$ cat config.mk
export PLATFORM = sky130hd
export DESIGN_NAME = frt_field_regs
export DESIGN_NICKNAME = d
export VERILOG_FILES = /design/src/frt_link_pkg.sv /design/src/frt_field_regs.sv
export VERILOG_INCLUDE_DIRS = /design/src
export SDC_FILE = /design/constraint.sdc
export NUM_CORES = 1
export LEC_CHECK = 0
export BUFFER_PORTS_ARGS = -buffer_cell sky130_fd_sc_hd__buf_2
export CAP_MARGIN = 20
export CORE_MARGIN = 2
export CORE_UTILIZATION = 35
export DETAILED_ROUTE_END_ITERATION = 7
export GPL_TIMING_DRIVEN = 1
export PLACE_DENSITY_LB_ADDON = 0.2
export SYNTH_ARGS = -nofsm -noshare
export SYNTH_HDL_FRONTEND = slang
export SYNTH_SLANG_ARGS = --single-unit
$ cat constraint.sdc
create_clock -name i_clk -period 1.95 [get_ports i_clk]
set_input_delay 0.4875 -clock i_clk [delete_from_list [all_inputs] [get_ports i_clk]]
set_output_delay 0.4875 -clock i_clk [all_outputs]
set_load 0.01 [all_outputs]
$ cat src/frt_link_settings.svh
// FRT link index constants: RAM geometry, table base addresses and entry layout
`ifndef FRT_LINK_SETTINGS_SVH
`define FRT_LINK_SETTINGS_SVH

`define FRT_ADDR_SZ          10       // RAM word address width
`define FRT_WORD_SZ          16       // RAM data width
`define FRT_IP_SZ            32       // IPv4 address
`define FRT_CNT_SZ           16       // Link and net-entry counts

`define FRT_LINK_CNT_ADDR    'h010    // Number of link objects
`define FRT_LOCAL_BASE       'h040    // First local link entry
`define FRT_NET_BASE         'h200    // Net sub-entry area

`define FRT_ENTRY_WORDS      8        // Local entry stride
`define FRT_NET_ENTRY_WORDS  4        // Net sub-entry stride

// Word positions inside a local entry
`define FRT_ENT_IP_H         0
`define FRT_ENT_IP_L         1
`define FRT_ENT_TYPE         2
`define FRT_ENT_LEN          3
`define FRT_ENT_DOFF         4
`define FRT_ENT_SAVE         5
`define FRT_ENT_NET_NUM      6
`define FRT_ENT_NET_OFF      7

// Word positions inside a net sub-entry, last word unused
`define FRT_NET_LEN          0
`define FRT_NET_DOFF         1
`define FRT_NET_SAVE         2

`endif

$ cat src/frt_link_pkg.sv
// FRT link index package: width types and the engine state encoding
`include "frt_link_settings.svh"

package frt_link_pkg;

	typedef logic [`FRT_ADDR_SZ-1:0] addr_t;   // RAM word address
	typedef logic [`FRT_WORD_SZ-1:0] word_t;   // One RAM word
	typedef logic [`FRT_IP_SZ-1:0]   ip_t;     // IPv4 address
	typedef logic [`FRT_CNT_SZ-1:0]  count_t;  // Link or net-entry count

	// Search walks RD_COUNT..COMPARE per entry, serve loops through NET_WAIT
	typedef enum logic [4:0] {
		IDLE,           // Waiting for a local request
		RD_COUNT,       // Link count on read data
		RD_IP_H,        // Entry IP high word
		RD_IP_L,        // Entry IP low word
		COMPARE,        // Match decision
		RD_TYPE,        // Device type
		RD_LEN,         // Local data length
		RD_OFFSET,      // Local data offset
		RD_SAVE,        // Local save offset
		RD_NET_NUM,     // Net sub-entry count
		RD_NET_OFFSET,  // Net sub-entry start
		NET_WAIT,       // Local result held, waiting for net request
		RD_NET_LEN,     // Net data length
		RD_NET_DOFF,    // Net data offset
		RD_NET_SAVE,    // Net save offset
		NET_DONE,       // All sub-entries served
		ERROR           // No matching link
	} index_state_e;

endpackage

$ cat src/frt_field_regs.sv
// Link field registers: capture count, entry IP and published fields from RAM read data
`timescale 1ns/1ps

module frt_field_regs
	import frt_link_pkg::*;
(
	input  logic         i_clk,
	input  logic         i_rst_n,
	input  index_state_e i_state,               // Selects which field loads
	input  word_t        i_rd_data,             // RAM data for this state
	input  ip_t          i_frt_ip,              // Target IP
	output logic         o_ip_match,
	output count_t       o_link_cnt,
	output word_t        o_link_device_type,
	output word_t        o_offset_len_local,
	output word_t        o_data_offset_local,
	output word_t        o_save_offset_local,
	output count_t       o_linkobj_net_num,
	output word_t        o_linkobj_net_offset,
	output word_t        o_offset_len_net,
	output word_t        o_data_offset_net,
	output word_t        o_save_offset_net
);

	ip_t entry_ip;  // IP of entry under test

	// Table stores byte values, engine publishes word values
	function automatic word_t to_words(input word_t bytes);
		return word_t'(bytes >> 1);
	endfunction

	assign o_ip_match = (entry_ip == i_frt_ip);  // Valid in COMPARE

	always_ff @(posedge i_clk or negedge i_rst_n)
	begin
		if (!i_rst_n)
		begin
			entry_ip             <= '0;
			o_link_cnt           <= '0;
			o_link_device_type   <= '0;
			o_offset_len_local   <= '0;
			o_data_offset_local  <= '0;
			o_save_offset_local  <= '0;
			o_linkobj_net_num    <= '0;
			o_linkobj_net_offset <= '0;
			o_offset_len_net     <= '0;
			o_data_offset_net    <= '0;
			o_save_offset_net    <= '0;
		end
		else
		begin
			case (i_state)
				RD_COUNT:      o_link_cnt <= count_t'(i_rd_data);
				RD_IP_H:       entry_ip[31:16] <= i_rd_data;
				RD_IP_L:       entry_ip[15:0] <= i_rd_data;
				RD_TYPE:       o_link_device_type <= i_rd_data;  // Unshifted
				RD_LEN:        o_offset_len_local <= to_words(i_rd_data);
				RD_OFFSET:     o_data_offset_local <= to_words(i_rd_data);
				RD_SAVE:       o_save_offset_local <= to_words(i_rd_data);
				RD_NET_NUM:    o_linkobj_net_num <= count_t'(i_rd_data);  // Unshifted
				RD_NET_OFFSET: o_linkobj_net_offset <= to_words(i_rd_data);
				RD_NET_LEN:    o_offset_len_net <= to_words(i_rd_data);
				RD_NET_DOFF:   o_data_offset_net <= to_words(i_rd_data);
				RD_NET_SAVE:   o_save_offset_net <= to_words(i_rd_data);
				default: ;     // Fields hold, error leaves old results
			endcase
		end
	end

endmodule

Yosys cells after proc, flatten, opt, wreduce, memory -nomap -nowiden
Cells that the tools add are included.
{"block": "classes", "magnitude_cmp": 0, "addsub": 0, "n_eq_ne": 13, "mul": 0, "n_mux": 0, "bitwise_logic": 0, "shift": 0, "n_div": 0, "n_reduce_logical": 0}
{"operator": "$eq 32x32->1", "count": 1}
{"operator": "$eq 5x4->1 const B", "count": 6}
{"operator": "$eq 5x3->1 const B", "count": 3}
{"operator": "$eq 5x2->1 const B", "count": 2}
{"operator": "$eq 5x1->1 const B", "count": 1}
{"block": "word_totals", "output_inout_bits": 161, "ff_bits": 185, "input_bits": 55, "ram_bits": 0, "rom_bits": 0, "latch_bits": 0, "n_memories": 0, "elab_cells": 25}

Longest topological paths before layout
{"block": "depth", "ltp_word": 1, "mapped_depth": 5, "mapped_depth_nobuf": 4}

Worst setup path after synthesis
Ideal clock, no wire load.
{"block": "synth_path", "path_type": "input to output", "startpoint": "in i_frt_ip[31]", "endpoint": "out o_ip_match", "cell_stages": 4, "arrival_time_ns": 1.183, "t_required_ns": 1.462, "setup_slack_ns": 0.280, "n_path_buf": 0, "path_cell_list": "xor2_1 > nor4_1 > nand4_1 > nor2_1"}
{"block": "synth_between", "elab_chain_len": 1}
{"element": "start: declaration", "line": "frt_field_regs.sv:11", "text": "input ip_t i_frt_ip,"}
{"element": "$eq 32x32->1", "line": "frt_field_regs.sv:32", "text": "assign o_ip_match = (entry_ip == i_frt_ip);"}
{"element": "end: declaration", "line": "frt_field_regs.sv:12", "text": "output logic o_ip_match,"}
No other way between the ends.

Final worst setup path
{"block": "layout_path", "startpoint": "reg entry_ip[23]", "endpoint": "out o_ip_match"}
{"block": "layout_between", "elab_chain_len": 1}
{"element": "start: declaration", "line": "frt_field_regs.sv:25", "text": "ip_t entry_ip;"}
{"element": "start signal: assignment", "line": "frt_field_regs.sv:54", "text": "RD_IP_H: entry_ip[31:16] <= i_rd_data;"}
{"element": "$eq 32x32->1", "line": "frt_field_regs.sv:32"}
No other way between the ends.

==> results.py <==
metrics = {
    "timing": {
        "finalSetupViolCount": 1,
        "whs_ns": -0.00421,
        "finalHoldViolCount": 3,
        "finalCriticalPeriod_ns": 2.33,
        "skew_ns": 0,
        "final_max_slew_viol_count": 0,
        "max_freq_ghz": 0.429,
        "finalWorstSetupSlack_ns": -0.381,
        "rsz0062_at_grt": "yes",
        "min_period_over_period": 1.20,
    },
    "placement": {
        "dpl.cell_count": 944,
        "dpl_cell_area_sq_um": 9110,
        "gp_congestion": 0.782,
        "pre_cts_slack_ns": -0.271,
        "dp_hpwl_um": 13600,
        "numPortBuffers": 208,
    },
    "power_and_ir_drop": {
        "p_seq_frac": 0.459,
        "p_comb_frac": 0.233,
        "powerDensity_nw_per_um2": 1170,
        "switchingPower_mw": 3.33,
        "ir_worst_vdd_v": 0.000517,
        "intPower_mw": 8.10,
        "swShare": 0.291,
        "cellLeakagePower_nw": 4.88,
        "clkPwrFrac": 0.308,
    },
    "status": {
        "violations": "hold timing, setup timing",
        "outcome": "finished, violations left",
    },
    "worst_setup_path": {
        "slowest_delay_ns": 0.42,
        "cp-startpoint": "entry_ip[23]",
        "worstSetupStartpointType": "flop",
        "critPathArrivalTime_ns": 1.84,
        "worst_setup_path_end_kind": "output pin",
        "r2r_start": "entry_ip[23]",
        "slowest_stage": "dfrtp_1",
        "critPathMaxFanout": 2,
        "cp.required_ns": 1.46,
        "critical_path_class": "reg -> out",
        "path_cells": "xor2_2, nor4_4, buf_4, nand4_1, nor2_1, buf_2",
        "worstSetupEndpoint": "o_ip_match",
        "rrSetupSlack_ns": 1.14,
        "reg2regPathDepth": 1,
        "r2r_end": "entry_ip[23]",
    },
    "layout": {
        "post-route-util": 0.449,
        "regArea_sq_um": 4630,
        "area_growth_pct": 27.1,
        "final_cell_count_no_fill": 976,
        "diodes": 0,
        "fin_nets": 738,
        "multiInputGateArea_sq_um": 2830,
        "fin_area_sq_um": 9750,
        "drive_above_1_share": 0.657,
        "num-fill-cells": 1997,
    },
    "floorplan": {
        "design.die.area_sq_um": 23100,
        "rows": 54,
        "coreArea_sq_um": 21700,
        "ios": 216,
        "start_util": 0.353,
        "die_y_um": 152,
        "die_w_um": 152,
    },
    "logic_synthesis": {
        "ys_ff_latch": 185,
        "yosys.area_share.simple": 0.0341,
        "synth_adder_area_share": 0,
        "synthXorXnorAreaFrac": 0.0366,
        "ys_types": 22,
        "synth_top_family_by_area": "multiplexers",
        "ys_seq_area_frac": 0.604,
        "syn_avg_cell_area_sq_um": 16.3,
        "ys_warn_count": 0,
        "synth_compound_area_frac": 0,
        "synthMuxAreaShare": 0.291,
        "syn_inst": 470,
        "syn_area_sq_um": 7660,
    },
    "clocking": {
        "ctsHtreeMaxLevel": 4,
        "post_cts_buffers": 0,
        "clk_latency_ns": 0.42,
        "clkTransAtPathRegs_ns": 0.08,
        "cts_made_buffers": 17,
        "clock_sinks": 185,
        "root_buffer": "clkbuf_16",
        "tritoncts": "built",
        "clockBufferDepth": 2,
    },
    "drt": {
        "drtIter0Drc": 126,
        "ant_nets": 0,
        "wirelength_um": 19100,
        "routed_via_density": 4.75,
        "wire_per_inst_um": 19.6,
        "vias": 4633,
        "post-route-drc-count": 0,
        "first_pass_iters": 4,
    },
    "global_routing": {
        "grt_overflow": 0,
        "grt_usage": 0.168,
        "grt_pass1_vias": 4821,
        "grt_pass1_wl_um": 29600,
        "antenna_found_initial": 0,
        "grt_max_degree": 50,
    },
    "run": {
        "cap_violations": 0,
    },
    "worst_hold_path": {
        "hold_class": "in -> async",
    },
}
-- cell type report --
type	count	share of cell area
multi-input combinational	254	0.290
timing repair buffer	225	0.136
clock inverter	14	0.0184
tap	280	0.0359
clock buffer	18	0.0440
sequential	185	0.475
-- metrics by stage --
step | setup TNS [ns] | power, mW
2_1_floorplan | 0 | 6.69
3_3_place_gp | -0.292 | 7.90
3_5_place_dp | -0.271 | 8.00
4_1_cts | -0.428 | 11.6
5_1_grt | -0.496 | 12.0
6_report | -0.381 | 11.4
-- how the worst min path moves through the flow --
stage	start	end	slack, ns	depth (start not counted)
finish	i_rst_n	o_linkobj_net_offset[7]	-0.004	1
detailed placement	i_rst_n	o_linkobj_net_offset[7]	0.47	1
global route	i_rst_n	o_linkobj_net_offset[7]	0.01	1
floorplan	i_rst_n	entry_ip[0]	0.19	0
global placement	i_rst_n	o_linkobj_net_offset[7]	0.47	1
CTS	i_rst_n	o_linkobj_net_offset[7]	0.0001	1
-- cells in the final DEF (no fill, tap or decap), drive strengths merged, types with 2 or more instances in the layout --
cell type and instances:
nand4 2, inv 7, nand2 7, bufinv 2
clkinv 5, clkbuf 19, dfrtp 185, conb 7
nor4 8, mux2 185, and2b 2, and3 2
xor2 32, nor3b 4, buf 224, nor2 2
-- power groups by stage --
stage	Sequential [mW]	Clock [mW]	Combinational, mW
final	5.24	3.52	2.67
after global routing	5.36	3.79	2.87
after detailed placement	5.32	0	2.68
after global placement	5.27	0	2.62
after CTS	5.25	3.65	2.69
after floorplan	5.59	0	1.11
-- worst max-delay path: cells and delay by family, from the launching register on --
family / cells / cell delay, ns
xor+xnor: 1 / 0.17
buf+inv: 2 / 0.31
flops: 1 / 0.42
simple gates: 3 / 0.53
-- cells in the mapped netlist --
cell / instances / area share
clkbuf_1: 15 / 0.0073
dfrtp_1: 185 / 0.60
conb_1: 1 / 0.00049
nand3b_4: 1 / 0.0026
and2b_1: 2 / 0.0020
mux2_4: 40 / 0.078
buf_6: 8 / 0.012
nor3b_2: 1 / 0.0016
xor2_1: 32 / 0.037
nand2_2: 4 / 0.0033
and3_1: 2 / 0.0016
nor3_2: 1 / 0.0013
mux2_2: 145 / 0.21
nor4_1: 8 / 0.0065
nand2_4: 3 / 0.0044
nand2b_1: 1 / 0.00082
buf_4: 10 / 0.0098
buf_2: 3 / 0.0020
nor2_1: 2 / 0.00098
buf_12: 1 / 0.0026
nor3b_4: 3 / 0.0073
nand4_1: 2 / 0.0016
-- cell families after synthesis --
logic type,after synthesis
simple gates,30
mux,185
flops,185
xor+xnor,32
other cells,1
buf+inv,37
-- state kept, by name (all words and copies together) (netlist names) --
| name | count |
|---|---|
| o_link_cnt | 16 |
| o_offset_len_local | 15 |
| o_data_offset_net | 15 |
| o_data_offset_local | 15 |
| entry_ip | 32 |
| o_save_offset_net | 15 |
| o_linkobj_net_num | 16 |
| o_link_device_type | 16 |
| o_save_offset_local | 15 |
| o_offset_len_net | 15 |
| o_linkobj_net_offset | 15 |
-- per-layer routing --
metal | GRT usage | vias up | part of all wire
met1 | 0.225 | 2421 | 0.46
met3 | 0.0434 | 12 | 0.049
met2 | 0.272 | 148 | 0.48
met5 | 0 | - | 0
met4 | 0.0441 | 0 | 0.0098
li1 | - | 2052 | -
-- repair_timing --
item	CTS	global route
gates resized for setup	1	3
setup endpoints to repair	1	1
pin swaps	2	2
hold buffers	0	0
No activity file was read; power rests on OpenSTA's default activity.
