### src/frt_link_settings.svh
// FRT link index constants: RAM geometry, table base addresses and entry layout
`ifndef FRT_LINK_SETTINGS_SVH
`define FRT_LINK_SETTINGS_SVH

`define FRT_ADDR_SZ          10       // RAM word address width
`define FRT_WORD_SZ          16       // RAM data width
`define FRT_IP_SZ            32       // IPv4 address
`define FRT_CNT_SZ           16       // Link and net-entry counts

`define FRT_LINK_CNT_ADDR    'h010    // Number of link objects
`define FRT_LOCAL_BASE       'h040    // First local link entry
`define FRT_NET_BASE         'h200    // Net sub-entry area

`define FRT_ENTRY_WORDS      8        // Local entry stride
`define FRT_NET_ENTRY_WORDS  4        // Net sub-entry stride

// Word positions inside a local entry
`define FRT_ENT_IP_H         0
`define FRT_ENT_IP_L         1
`define FRT_ENT_TYPE         2
`define FRT_ENT_LEN          3
`define FRT_ENT_DOFF         4
`define FRT_ENT_SAVE         5
`define FRT_ENT_NET_NUM      6
`define FRT_ENT_NET_OFF      7

// Word positions inside a net sub-entry, last word unused
`define FRT_NET_LEN          0
`define FRT_NET_DOFF         1
`define FRT_NET_SAVE         2

`endif

### src/frt_link_pkg.sv
// FRT link index package: width types and the engine state encoding
`include "frt_link_settings.svh"

package frt_link_pkg;

	typedef logic [`FRT_ADDR_SZ-1:0] addr_t;   // RAM word address
	typedef logic [`FRT_WORD_SZ-1:0] word_t;   // One RAM word
	typedef logic [`FRT_IP_SZ-1:0]   ip_t;     // IPv4 address
	typedef logic [`FRT_CNT_SZ-1:0]  count_t;  // Link or net-entry count

	// Search walks RD_COUNT..COMPARE per entry, serve loops through NET_WAIT
	typedef enum logic [4:0] {
		IDLE,           // Waiting for a local request
		RD_COUNT,       // Link count on read data
		RD_IP_H,        // Entry IP high word
		RD_IP_L,        // Entry IP low word
		COMPARE,        // Match decision
		RD_TYPE,        // Device type
		RD_LEN,         // Local data length
		RD_OFFSET,      // Local data offset
		RD_SAVE,        // Local save offset
		RD_NET_NUM,     // Net sub-entry count
		RD_NET_OFFSET,  // Net sub-entry start
		NET_WAIT,       // Local result held, waiting for net request
		RD_NET_LEN,     // Net data length
		RD_NET_DOFF,    // Net data offset
		RD_NET_SAVE,    // Net save offset
		NET_DONE,       // All sub-entries served
		ERROR           // No matching link
	} index_state_e;

endpackage

### src/frt_index_fsm.sv
// Link index FSM: walks the local link table, then serves net sub-entries on request
`timescale 1ns/1ps
`include "frt_link_settings.svh"

module frt_index_fsm
	import frt_link_pkg::*;
(
	input  logic         i_clk,
	input  logic         i_rst_n,
	input  logic         i_config_valid,     // Table loaded
	input  logic         i_index_req_local,  // Start search
	input  logic         i_index_req_net,    // Fetch next sub-entry
	input  logic         i_ip_match,         // Entry IP equals target
	input  count_t       i_link_cnt,         // Captured in RD_COUNT
	input  count_t       i_net_num,          // Captured in RD_NET_NUM
	input  word_t        i_net_offset,       // Captured in RD_NET_OFFSET, in words
	output index_state_e o_state,
	output logic         o_rd_en,
	output addr_t        o_rd_addr,
	output logic         o_done_local,
	output logic         o_done_net,
	output logic         o_index_error
);

	index_state_e state;
	index_state_e next_state;

	addr_t  entry_addr;  // First word of entry under test
	count_t entry_cnt;   // Entries rejected so far
	count_t net_served;  // Sub-entries already published
	word_t  net_sum;
	addr_t  net_addr;    // First word of next sub-entry
	logic   start;
	logic   last_entry;
	logic   net_more;
	logic   done_net;

	assign start      = i_index_req_local & i_config_valid;  // Only honoured in IDLE
	assign last_entry = (entry_cnt >= (i_link_cnt - count_t'(1)));  // Count is nonzero here
	assign net_more   = (net_served < i_net_num);

	// Net base plus published offset plus stride per served entry
	assign net_sum  = word_t'(`FRT_NET_BASE) + i_net_offset
		+ word_t'(net_served * count_t'(`FRT_NET_ENTRY_WORDS));
	assign net_addr = net_sum[`FRT_ADDR_SZ-1:0];  // Wraps inside RAM

	always_ff @(posedge i_clk or negedge i_rst_n)
	begin
		if (!i_rst_n)
		begin
			state <= IDLE;
		end
		else
		begin
			state <= next_state;
		end
	end

	always_comb
	begin
		next_state = state;
		case (state)
			IDLE:          next_state = start ? RD_COUNT : IDLE;
			RD_COUNT:      next_state = RD_IP_H;
			RD_IP_H:       next_state = (i_link_cnt == '0) ? ERROR : RD_IP_L;  // Empty table
			RD_IP_L:       next_state = COMPARE;
			COMPARE:
			begin
				if (i_ip_match)
				begin
					next_state = RD_TYPE;
				end
				else if (last_entry)
				begin
					next_state = ERROR;  // Table exhausted
				end
				else
				begin
					next_state = RD_COUNT;  // Next entry, count word reread as setup cycle
				end
			end
			RD_TYPE:       next_state = RD_LEN;
			RD_LEN:        next_state = RD_OFFSET;
			RD_OFFSET:     next_state = RD_SAVE;
			RD_SAVE:       next_state = RD_NET_NUM;
			RD_NET_NUM:    next_state = RD_NET_OFFSET;
			RD_NET_OFFSET: next_state = NET_WAIT;
			NET_WAIT:
			begin
				if (!net_more)
				begin
					next_state = NET_DONE;
				end
				else if (i_index_req_net)
				begin
					next_state = RD_NET_LEN;
				end
			end
			RD_NET_LEN:    next_state = RD_NET_DOFF;
			RD_NET_DOFF:   next_state = RD_NET_SAVE;
			RD_NET_SAVE:   next_state = NET_WAIT;
			NET_DONE:      next_state = IDLE;
			ERROR:         next_state = IDLE;
			default:       next_state = IDLE;
		endcase
	end

	// Each state addresses the word that the following state captures
	always_comb
	begin
		o_rd_en   = 1'b0;
		o_rd_addr = entry_addr;
		case (state)
			IDLE:
			begin
				o_rd_en   = start;
				o_rd_addr = addr_t'(`FRT_LINK_CNT_ADDR);
			end
			RD_COUNT:
			begin
				o_rd_en   = 1'b1;
				o_rd_addr = entry_addr + addr_t'(`FRT_ENT_IP_H);
			end
			RD_IP_H:
			begin
				o_rd_en   = 1'b1;
				o_rd_addr = entry_addr + addr_t'(`FRT_ENT_IP_L);
			end
			COMPARE:
			begin
				if (i_ip_match)
				begin
					o_rd_en   = 1'b1;
					o_rd_addr = entry_addr + addr_t'(`FRT_ENT_TYPE);
				end
				else
				begin
					o_rd_en   = !last_entry;
					o_rd_addr = addr_t'(`FRT_LINK_CNT_ADDR);
				end
			end
			RD_TYPE:
			begin
				o_rd_en   = 1'b1;
				o_rd_addr = entry_addr + addr_t'(`FRT_ENT_LEN);
			end
			RD_LEN:
			begin
				o_rd_en   = 1'b1;
				o_rd_addr = entry_addr + addr_t'(`FRT_ENT_DOFF);
			end
			RD_OFFSET:
			begin
				o_rd_en   = 1'b1;
				o_rd_addr = entry_addr + addr_t'(`FRT_ENT_SAVE);
			end
			RD_SAVE:
			begin
				o_rd_en   = 1'b1;
				o_rd_addr = entry_addr + addr_t'(`FRT_ENT_NET_NUM);
			end
			RD_NET_NUM:
			begin
				o_rd_en   = 1'b1;
				o_rd_addr = entry_addr + addr_t'(`FRT_ENT_NET_OFF);
			end
			NET_WAIT:
			begin
				o_rd_en   = net_more & i_index_req_net;
				o_rd_addr = net_addr + addr_t'(`FRT_NET_LEN);
			end
			RD_NET_LEN:
			begin
				o_rd_en   = 1'b1;
				o_rd_addr = net_addr + addr_t'(`FRT_NET_DOFF);
			end
			RD_NET_DOFF:
			begin
				o_rd_en   = 1'b1;
				o_rd_addr = net_addr + addr_t'(`FRT_NET_SAVE);
			end
			default:
			begin
				o_rd_en = 1'b0;  // No read in the remaining states
			end
		endcase
	end

	always_ff @(posedge i_clk or negedge i_rst_n)
	begin
		if (!i_rst_n)
		begin
			entry_addr <= addr_t'(`FRT_LOCAL_BASE);
			entry_cnt  <= '0;
			net_served <= '0;
			done_net   <= 1'b0;
		end
		else
		begin
			done_net <= (state == RD_NET_SAVE);  // Save offset lands on same edge
			case (state)
				IDLE:
				begin
					entry_addr <= addr_t'(`FRT_LOCAL_BASE);
					entry_cnt  <= '0;
					net_served <= '0;
				end
				COMPARE:
				begin
					if (!i_ip_match)
					begin
						entry_addr <= entry_addr + addr_t'(`FRT_ENTRY_WORDS);  // Step to next entry
						entry_cnt  <= entry_cnt + count_t'(1);
					end
				end
				RD_NET_SAVE: net_served <= net_served + count_t'(1);
				default: ;
			endcase
		end
	end

	assign o_state       = state;
	assign o_done_local  = state inside {NET_WAIT, RD_NET_LEN, RD_NET_DOFF, RD_NET_SAVE};
	assign o_done_net    = done_net;
	assign o_index_error = (state == ERROR);  // Single cycle, ERROR always exits

endmodule

### config.mk
export PLATFORM = sky130hd
export DESIGN_NAME = frt_index_fsm
export DESIGN_NICKNAME = d
export VERILOG_FILES = /design/src/frt_link_pkg.sv /design/src/frt_index_fsm.sv
export VERILOG_INCLUDE_DIRS = /design/src
export SDC_FILE = /design/constraint.sdc
export NUM_CORES = 1
export LEC_CHECK = 0
export BUFFER_PORTS_ARGS = -buffer_cell sky130_fd_sc_hd__buf_4
export CAP_MARGIN = 20
export CORE_UTILIZATION = 52
export DETAILED_ROUTE_END_ITERATION = 7
export HOLD_SLACK_MARGIN = 0.06
export PLACE_DENSITY = 0.82
export RECOVER_POWER = 50
export REMOVE_ABC_BUFFERS = 1
export SYNTH_ARGS = -nofsm -noshare
export SYNTH_HDL_FRONTEND = slang
export SYNTH_SLANG_ARGS = --single-unit
### constraint.sdc
create_clock -name i_clk -period 2.93 [get_ports i_clk]
set_input_delay 0.1465 -clock i_clk [delete_from_list [all_inputs] [get_ports i_clk]]
set_output_delay 0.1465 -clock i_clk [all_outputs]
set_load 0.02 [all_outputs]
Yosys cells after proc, flatten, opt, wreduce, memory -nomap -nowiden
Index checks and enable logic that the tools add are counted.
{ "word_totals": {"reg_bits": 48, "output_inout_bits": 19} }
{ "op_classes": {"add_sub_neg": 15, "magnitude_cmp": 2, "eq_ne": 17, "muxes": 16, "n_bitwise": 2, "n_reduce_logical": 9} }
{ "ops": {"columns": ["operator", "count"], "rows": [
  ["$pmux 10 s11", 1],
  ["$pmux 5 s14", 1],
  ["$pmux 16 s2", 2],
  ["$add 10x3->10 const B", 4],
  ["$eq 5x4->1 const B", 7],
  ["$add 16x1->16 const B", 2],
  ["$add 10x2->10 const B", 3],
  ["$mux 5", 5],
  ["$add 10x1->10 const B", 2],
  ["$eq 5x3->1 const B", 4],
  ["$mux 10", 2],
  ["$pmux 10 s2", 1],
  ["$ge 16x16->1", 1],
  ["$logic_not 16->1", 1],
  ["$lt 16x16->1", 1],
  ["$mux 16", 1],
  ["$sub 16x1->16 const B", 1],
  ["$add 10x10->10", 1],
  ["$add 10x10->10 const A", 1],
  ["$add 10x4->10 const B", 1],
  ["$eq 5x2->1 const B", 2],
  ["$reduce_or 9->1", 1],
  ["$eq 5x1->1 const B", 1],
  ["$eq 5x5->1 const B", 1],
  ["other kinds (11)", 14]
]} }

Depth between registers and ports, before layout
{ "logic_depth": {"depth_word": 5, "mapped_depth": 13, "mapped_depth_nobuf": 13} }

Worst setup path after synthesis
Ideal clock, no wire load.
{ "synth_path": {"path_kind": "register -> output", "startpoint": "register net_served[1]", "endpoint": "output port o_rd_addr[8]", "t_arrival_ns": 2.916, "path_slack_ns": -0.132, "stages_incl_launch_ff": 12, "path_buffers": 0, "cell_sequence": "dfrtp_1 ha_1 ha_1 inv_1 fa_1 nand2b_1 o2bb2ai_1 xnor2_1 and3_1 nand3_1 xor2_1 o21ai_0"} }
{ "synth_between": {"elab_chain_cells": 3, "word_cells_on_any_way": 4, "classes_between": "3 x add/sub; 1 x mux"} }
{ "synth_lines": {"columns": ["element", "line", "text"], "rows": [
  ["start: declaration", "frt_index_fsm.sv:30", "count_t net_served;"],
  ["start signal: assignment", "frt_index_fsm.sv:216", "RD_NET_SAVE: net_served <= net_served + count_t'(1);"],
  ["$add 10x10->10 *", "frt_index_fsm.sv:43", "assign net_sum = word_t'(`FRT_NET_BASE) + i_net_offset"],
  ["$add 10x2->10 or $add 10x1->10 (tied branches)", "frt_index_fsm.sv:180, frt_index_fsm.sv:175", null],
  ["$pmux 10 s11 *", "frt_index_fsm.sv:113", "case (state)"],
  ["end: declaration", "frt_index_fsm.sv:19", "output addr_t o_rd_addr,"]
]} }
Every way passes the cells marked *; elsewhere a longest branch is shown, timed or not.

Worst setup path after layout
{ "layout_path": {"startpoint": "register net_served[2]", "endpoint": "output port o_rd_addr[9]"} }
The elaborated chain is that of the path after synthesis.

==> metrics.md <==
| Metric | Value |
|---|---|
| Drt wl/cell | `16.0 um` |
| FF-to-FF path depth | `7` |
| Post-DP HPWL | `8360 um` |
| Gr ovfl total | `0` |
| CP Launch Type | `flop` |
| Final net count | `703` |
| Synth Instances | `510` |
| Initial antenna violation count | `0` |
| Number of clock sinks | `45` |
| Worst setup margin | `-105 ps` |
| Clock Power Share | `17.0%` |
| Layout area overhead | `26.2%` |
| Synth area leader | `dfrtp_1` |
| Via count | `4,254` |
| DP Cell Count | `685` |
| RSZ-0062 raised after global routing | `yes` |
| Std-Cell Rows | `32` |
| Sequential share of power | `26.4%` |
| Clk_skew | `11.9 ps` |
| Register area share after synthesis | `27.3%` |
| Htree depth | `2` |
| Clock buffer depth | `2` |
| Drt initial violations | `312` |
| Number of global-route vias before repair | `4,092` |
| Residual DRC | `0` |
| Seq cells post-synth | `45` |
| Max Fclk | `329 MHz` |
| Fin Setup TNS | `-281 ps` |
| Final GP Congestion | `0.897` |
| Total core area | `7730 um^2` |
| Worst skew pair latency | `310 ps` |
| Top-area cell type share of the netlist area | `26.6%` |
| Diodes inserted | `0` |
| Io pins | `73` |
| Kind of critical path | `reg2out` |
| Leak pwr | `2.49 nW` |
| Crit end category | `output pin` |
| Hold path depth | `2` |
| Fin crit share | `104%` |
| CTS root buf | `clkbuf_8` |
| Synth top area cells | `dfrtp_1 (27%), ha_1 (15%), nand2_1 (5.2%), xor2_1 (5.1%), nor2_1 (4.5%)` |
| Vias per cell | `6.08` |
| Pins over their slew limit | `0` |
| # setup viols final | `4` |
| Non-filler instance count after layout | `700` |
| CTS Buf Count | `5` |
| Final Util | `67.5%` |
| Worst min path class | `in2reg` |
| Outcome | `finished, violations left` |
| FF-to-FF Start | `o_state[1]$_DFFE_PN0P_` |
| Yosys warns | `0` |
| Min cycle time layout | `3040 ps` |
| CTS tree | `built` |
| Syn avg cell area | `8.11 um^2` |
| Slew margin rel. | `23.6%` |
| Hold WS | `78.4 ps` |
| Starting Density | `53.5%` |
| Final instance area | `5220 um^2` |
| Internal power | `1.62 mW` |
| Cell Area, Placed | `4850 um^2` |
| Sw frac | `45.2%` |
| Post-synth EDFFs | `0` |
| Max Cap Viol | `0` |
| VDD IR max | `0.000292 V` |
| Total GRT Usage | `27.1%` |
| Critical R2R Capture | `entry_cnt[15]$_DFFE_PN0P_` |
| Final WL | `11,200 um` |
| Mapped Area | `4140 um^2` |
| IO buf count | `66` |
| Netlist cell types | `61` |
| Setup slack, reg-to-reg | `390 ps` |
| Drt pass-1 iters | `6` |
| Hold endpoint | `o_state[2]$_DFFE_PN0P_` |
| P_sw | `1.34 mW` |
| Min-delay src | `i_index_req_net` |
| Worst-Margin Slew | `1150 ps` |
| First-pass GRT wire length | `18,300 um` |
| Routed Antenna Nets | `0` |
| Crit Path Max Fanout | `6` |
| Failing checks | `setup timing` |
| Die Span X | `91.2 um` |
| Largest net degree at the start of global routing | `46` |
| Share of cells above drive strength 1 | `21.9%` |
| Critical Path AT | `2890 ps` |
| Die area | `8310 um^2` |
| Die height | `91.2 um` |
| Critical Path RT | `2780 ps` |
| Worst-path clk slew | `90 ps` |
| Top FF cell, synth | `dfrtp_1` |
| Async SR Flop Fraction | `100%` |
| Power per cell area | `568 nW/um^2` |
| Gate power share | `56.6%` |
| Final hold vios | `0` |
-- synthesized netlist by cell type, types with 2 or more instances --
master	instances
inv_1	27
nor3_1	7
o211ai_1	5
o21a_1	2
mux2i_1	5
o21ai_0	32
and3_1	13
a222oi_1	3
a31oi_1	5
o21ai_1	2
a211oi_1	4
nand2b_1	5
o22ai_1	2
a221oi_1	2
or3_1	6
ha_1	51
clkbuf_1	6
dfrtp_1	44
o311ai_0	2
o21bai_1	2
a21oi_1	34
nand2_1	57
nand3_1	30
nand4_1	16
a211o_1	3
nor2_1	50
and2_1	3
a21o_1	7
xor2_1	24
nor4_1	9
xnor2_1	21
buf_1	2
-- power groups by stage --
stage | clock [mW] | sequential, mW | combinational (mW)
3_5_place_dp | 0 | 0.790 | 1.56
3_3_place_gp | 0 | 0.787 | 1.53
6_report | 0.504 | 0.782 | 1.68
4_1_cts | 0.508 | 0.777 | 1.62
2_1_floorplan | 0 | 0.839 | 0.876
5_1_grt | 0.523 | 0.793 | 1.82
-- kinds of logic after synthesis --
family / count (synthesis) / share of synthesized area [%]
buffers and inverters: 40 / 3.96
multiplexers: 5 / 1.21
adder cells (fa/ha/maj): 53 / 16.2
flip-flops: 45 / 27.3
AO/OA/AOI/OAI: 116 / 17.8
AND/OR/NAND/NOR: 206 / 24.1
XOR/XNOR: 45 / 9.53
-- layer usage --
layer	GRT usage, %	share of wire [%]
met5	0	0
met4	8.60	1.9
met3	3.94	6.0
met2	49.6	51
met1	32.3	41
-- how the worst max path moves through the flow --
| stage | start | endpoint | slack [ps] | cells after the start |
|---|---|---|---|---|
| CTS | net_served[1]$_DFFE_PN0P_ | o_rd_addr[9] | -150 | 12 |
| detailed placement | net_served[1]$_DFFE_PN0P_ | o_rd_addr[6] | 10 | 13 |
| finish | net_served[2]$_DFFE_PN0P_ | o_rd_addr[9] | -110 | 11 |
| global route | net_served[1]$_DFFE_PN0P_ | o_rd_addr[9] | -210 | 13 |
| global placement | net_served[1]$_DFFE_PN0P_ | o_rd_addr[9] | 100 | 12 |
| floorplan | net_served[1]$_DFFE_PN0P_ | o_rd_addr[8] | -130 | 11 |
-- cell usage in the layout, fill, tap and decap left out, types with 7 or more instances in the layout --
master / instances
dfrtp_1: 44
xor2_1: 24
a21oi_1: 31
o21ai_0: 28
a21o_1: 7
buf_4: 81
nor2_1: 49
xnor2_1: 17
nand2_1: 56
nand4_1: 16
inv_1: 25
ha_1: 48
and3_1: 11
nand3_1: 29
-- repair_timing --
item                                    CTS  global route
setup buffers                             4             2
endpoints found under the hold margin    44             0
pin swaps                                 9            12
gates resized for setup                  21            27
endpoints found under the setup margin    4             6
hold buffers                              1             0
cloned                                    0             0
-- flip-flops by register name (all words and copies together), names as in the netlist --
| register | count |
|---|---|
| entry_cnt | 16 |
| entry_addr | 7 |
| o_state | 5 |
| net_served | 16 |
| o_done_net | 1 |
-- per-stage QoR --
| step | setup WS, ps | power, mW |
|---|---|---|
| 4_1_cts | -152 | 2.91 |
| 5_1_grt | -212 | 3.13 |
| 2_1_floorplan | -132 | 1.72 |
| 3_5_place_dp | 14.8 | 2.35 |
| 6_report | -105 | 2.96 |
| 3_3_place_gp | 103 | 2.32 |
-- worst max-delay path, stage by stage, from the launching register on --
cell,delay [ps]
dfrtp_1,390
ha_1,300
ha_1,320
a21o_1,210
a31o_2,270
a21oi_2,170
xnor2_2,170
buf_6,170
and3_4,170
mux2i_1,60
o22ai_1,180
buf_4,170
-- cell type report --
class	instances	area [um^2]
clock buffer	7	86.3
clock inverter	1	30.0
fill	622	2510
inverter	28	105
multi-input combinational	425	3050
sequential	45	1130
tap	102	128
timing repair buffer	92	687
Power figures use the tool's default switching activity.
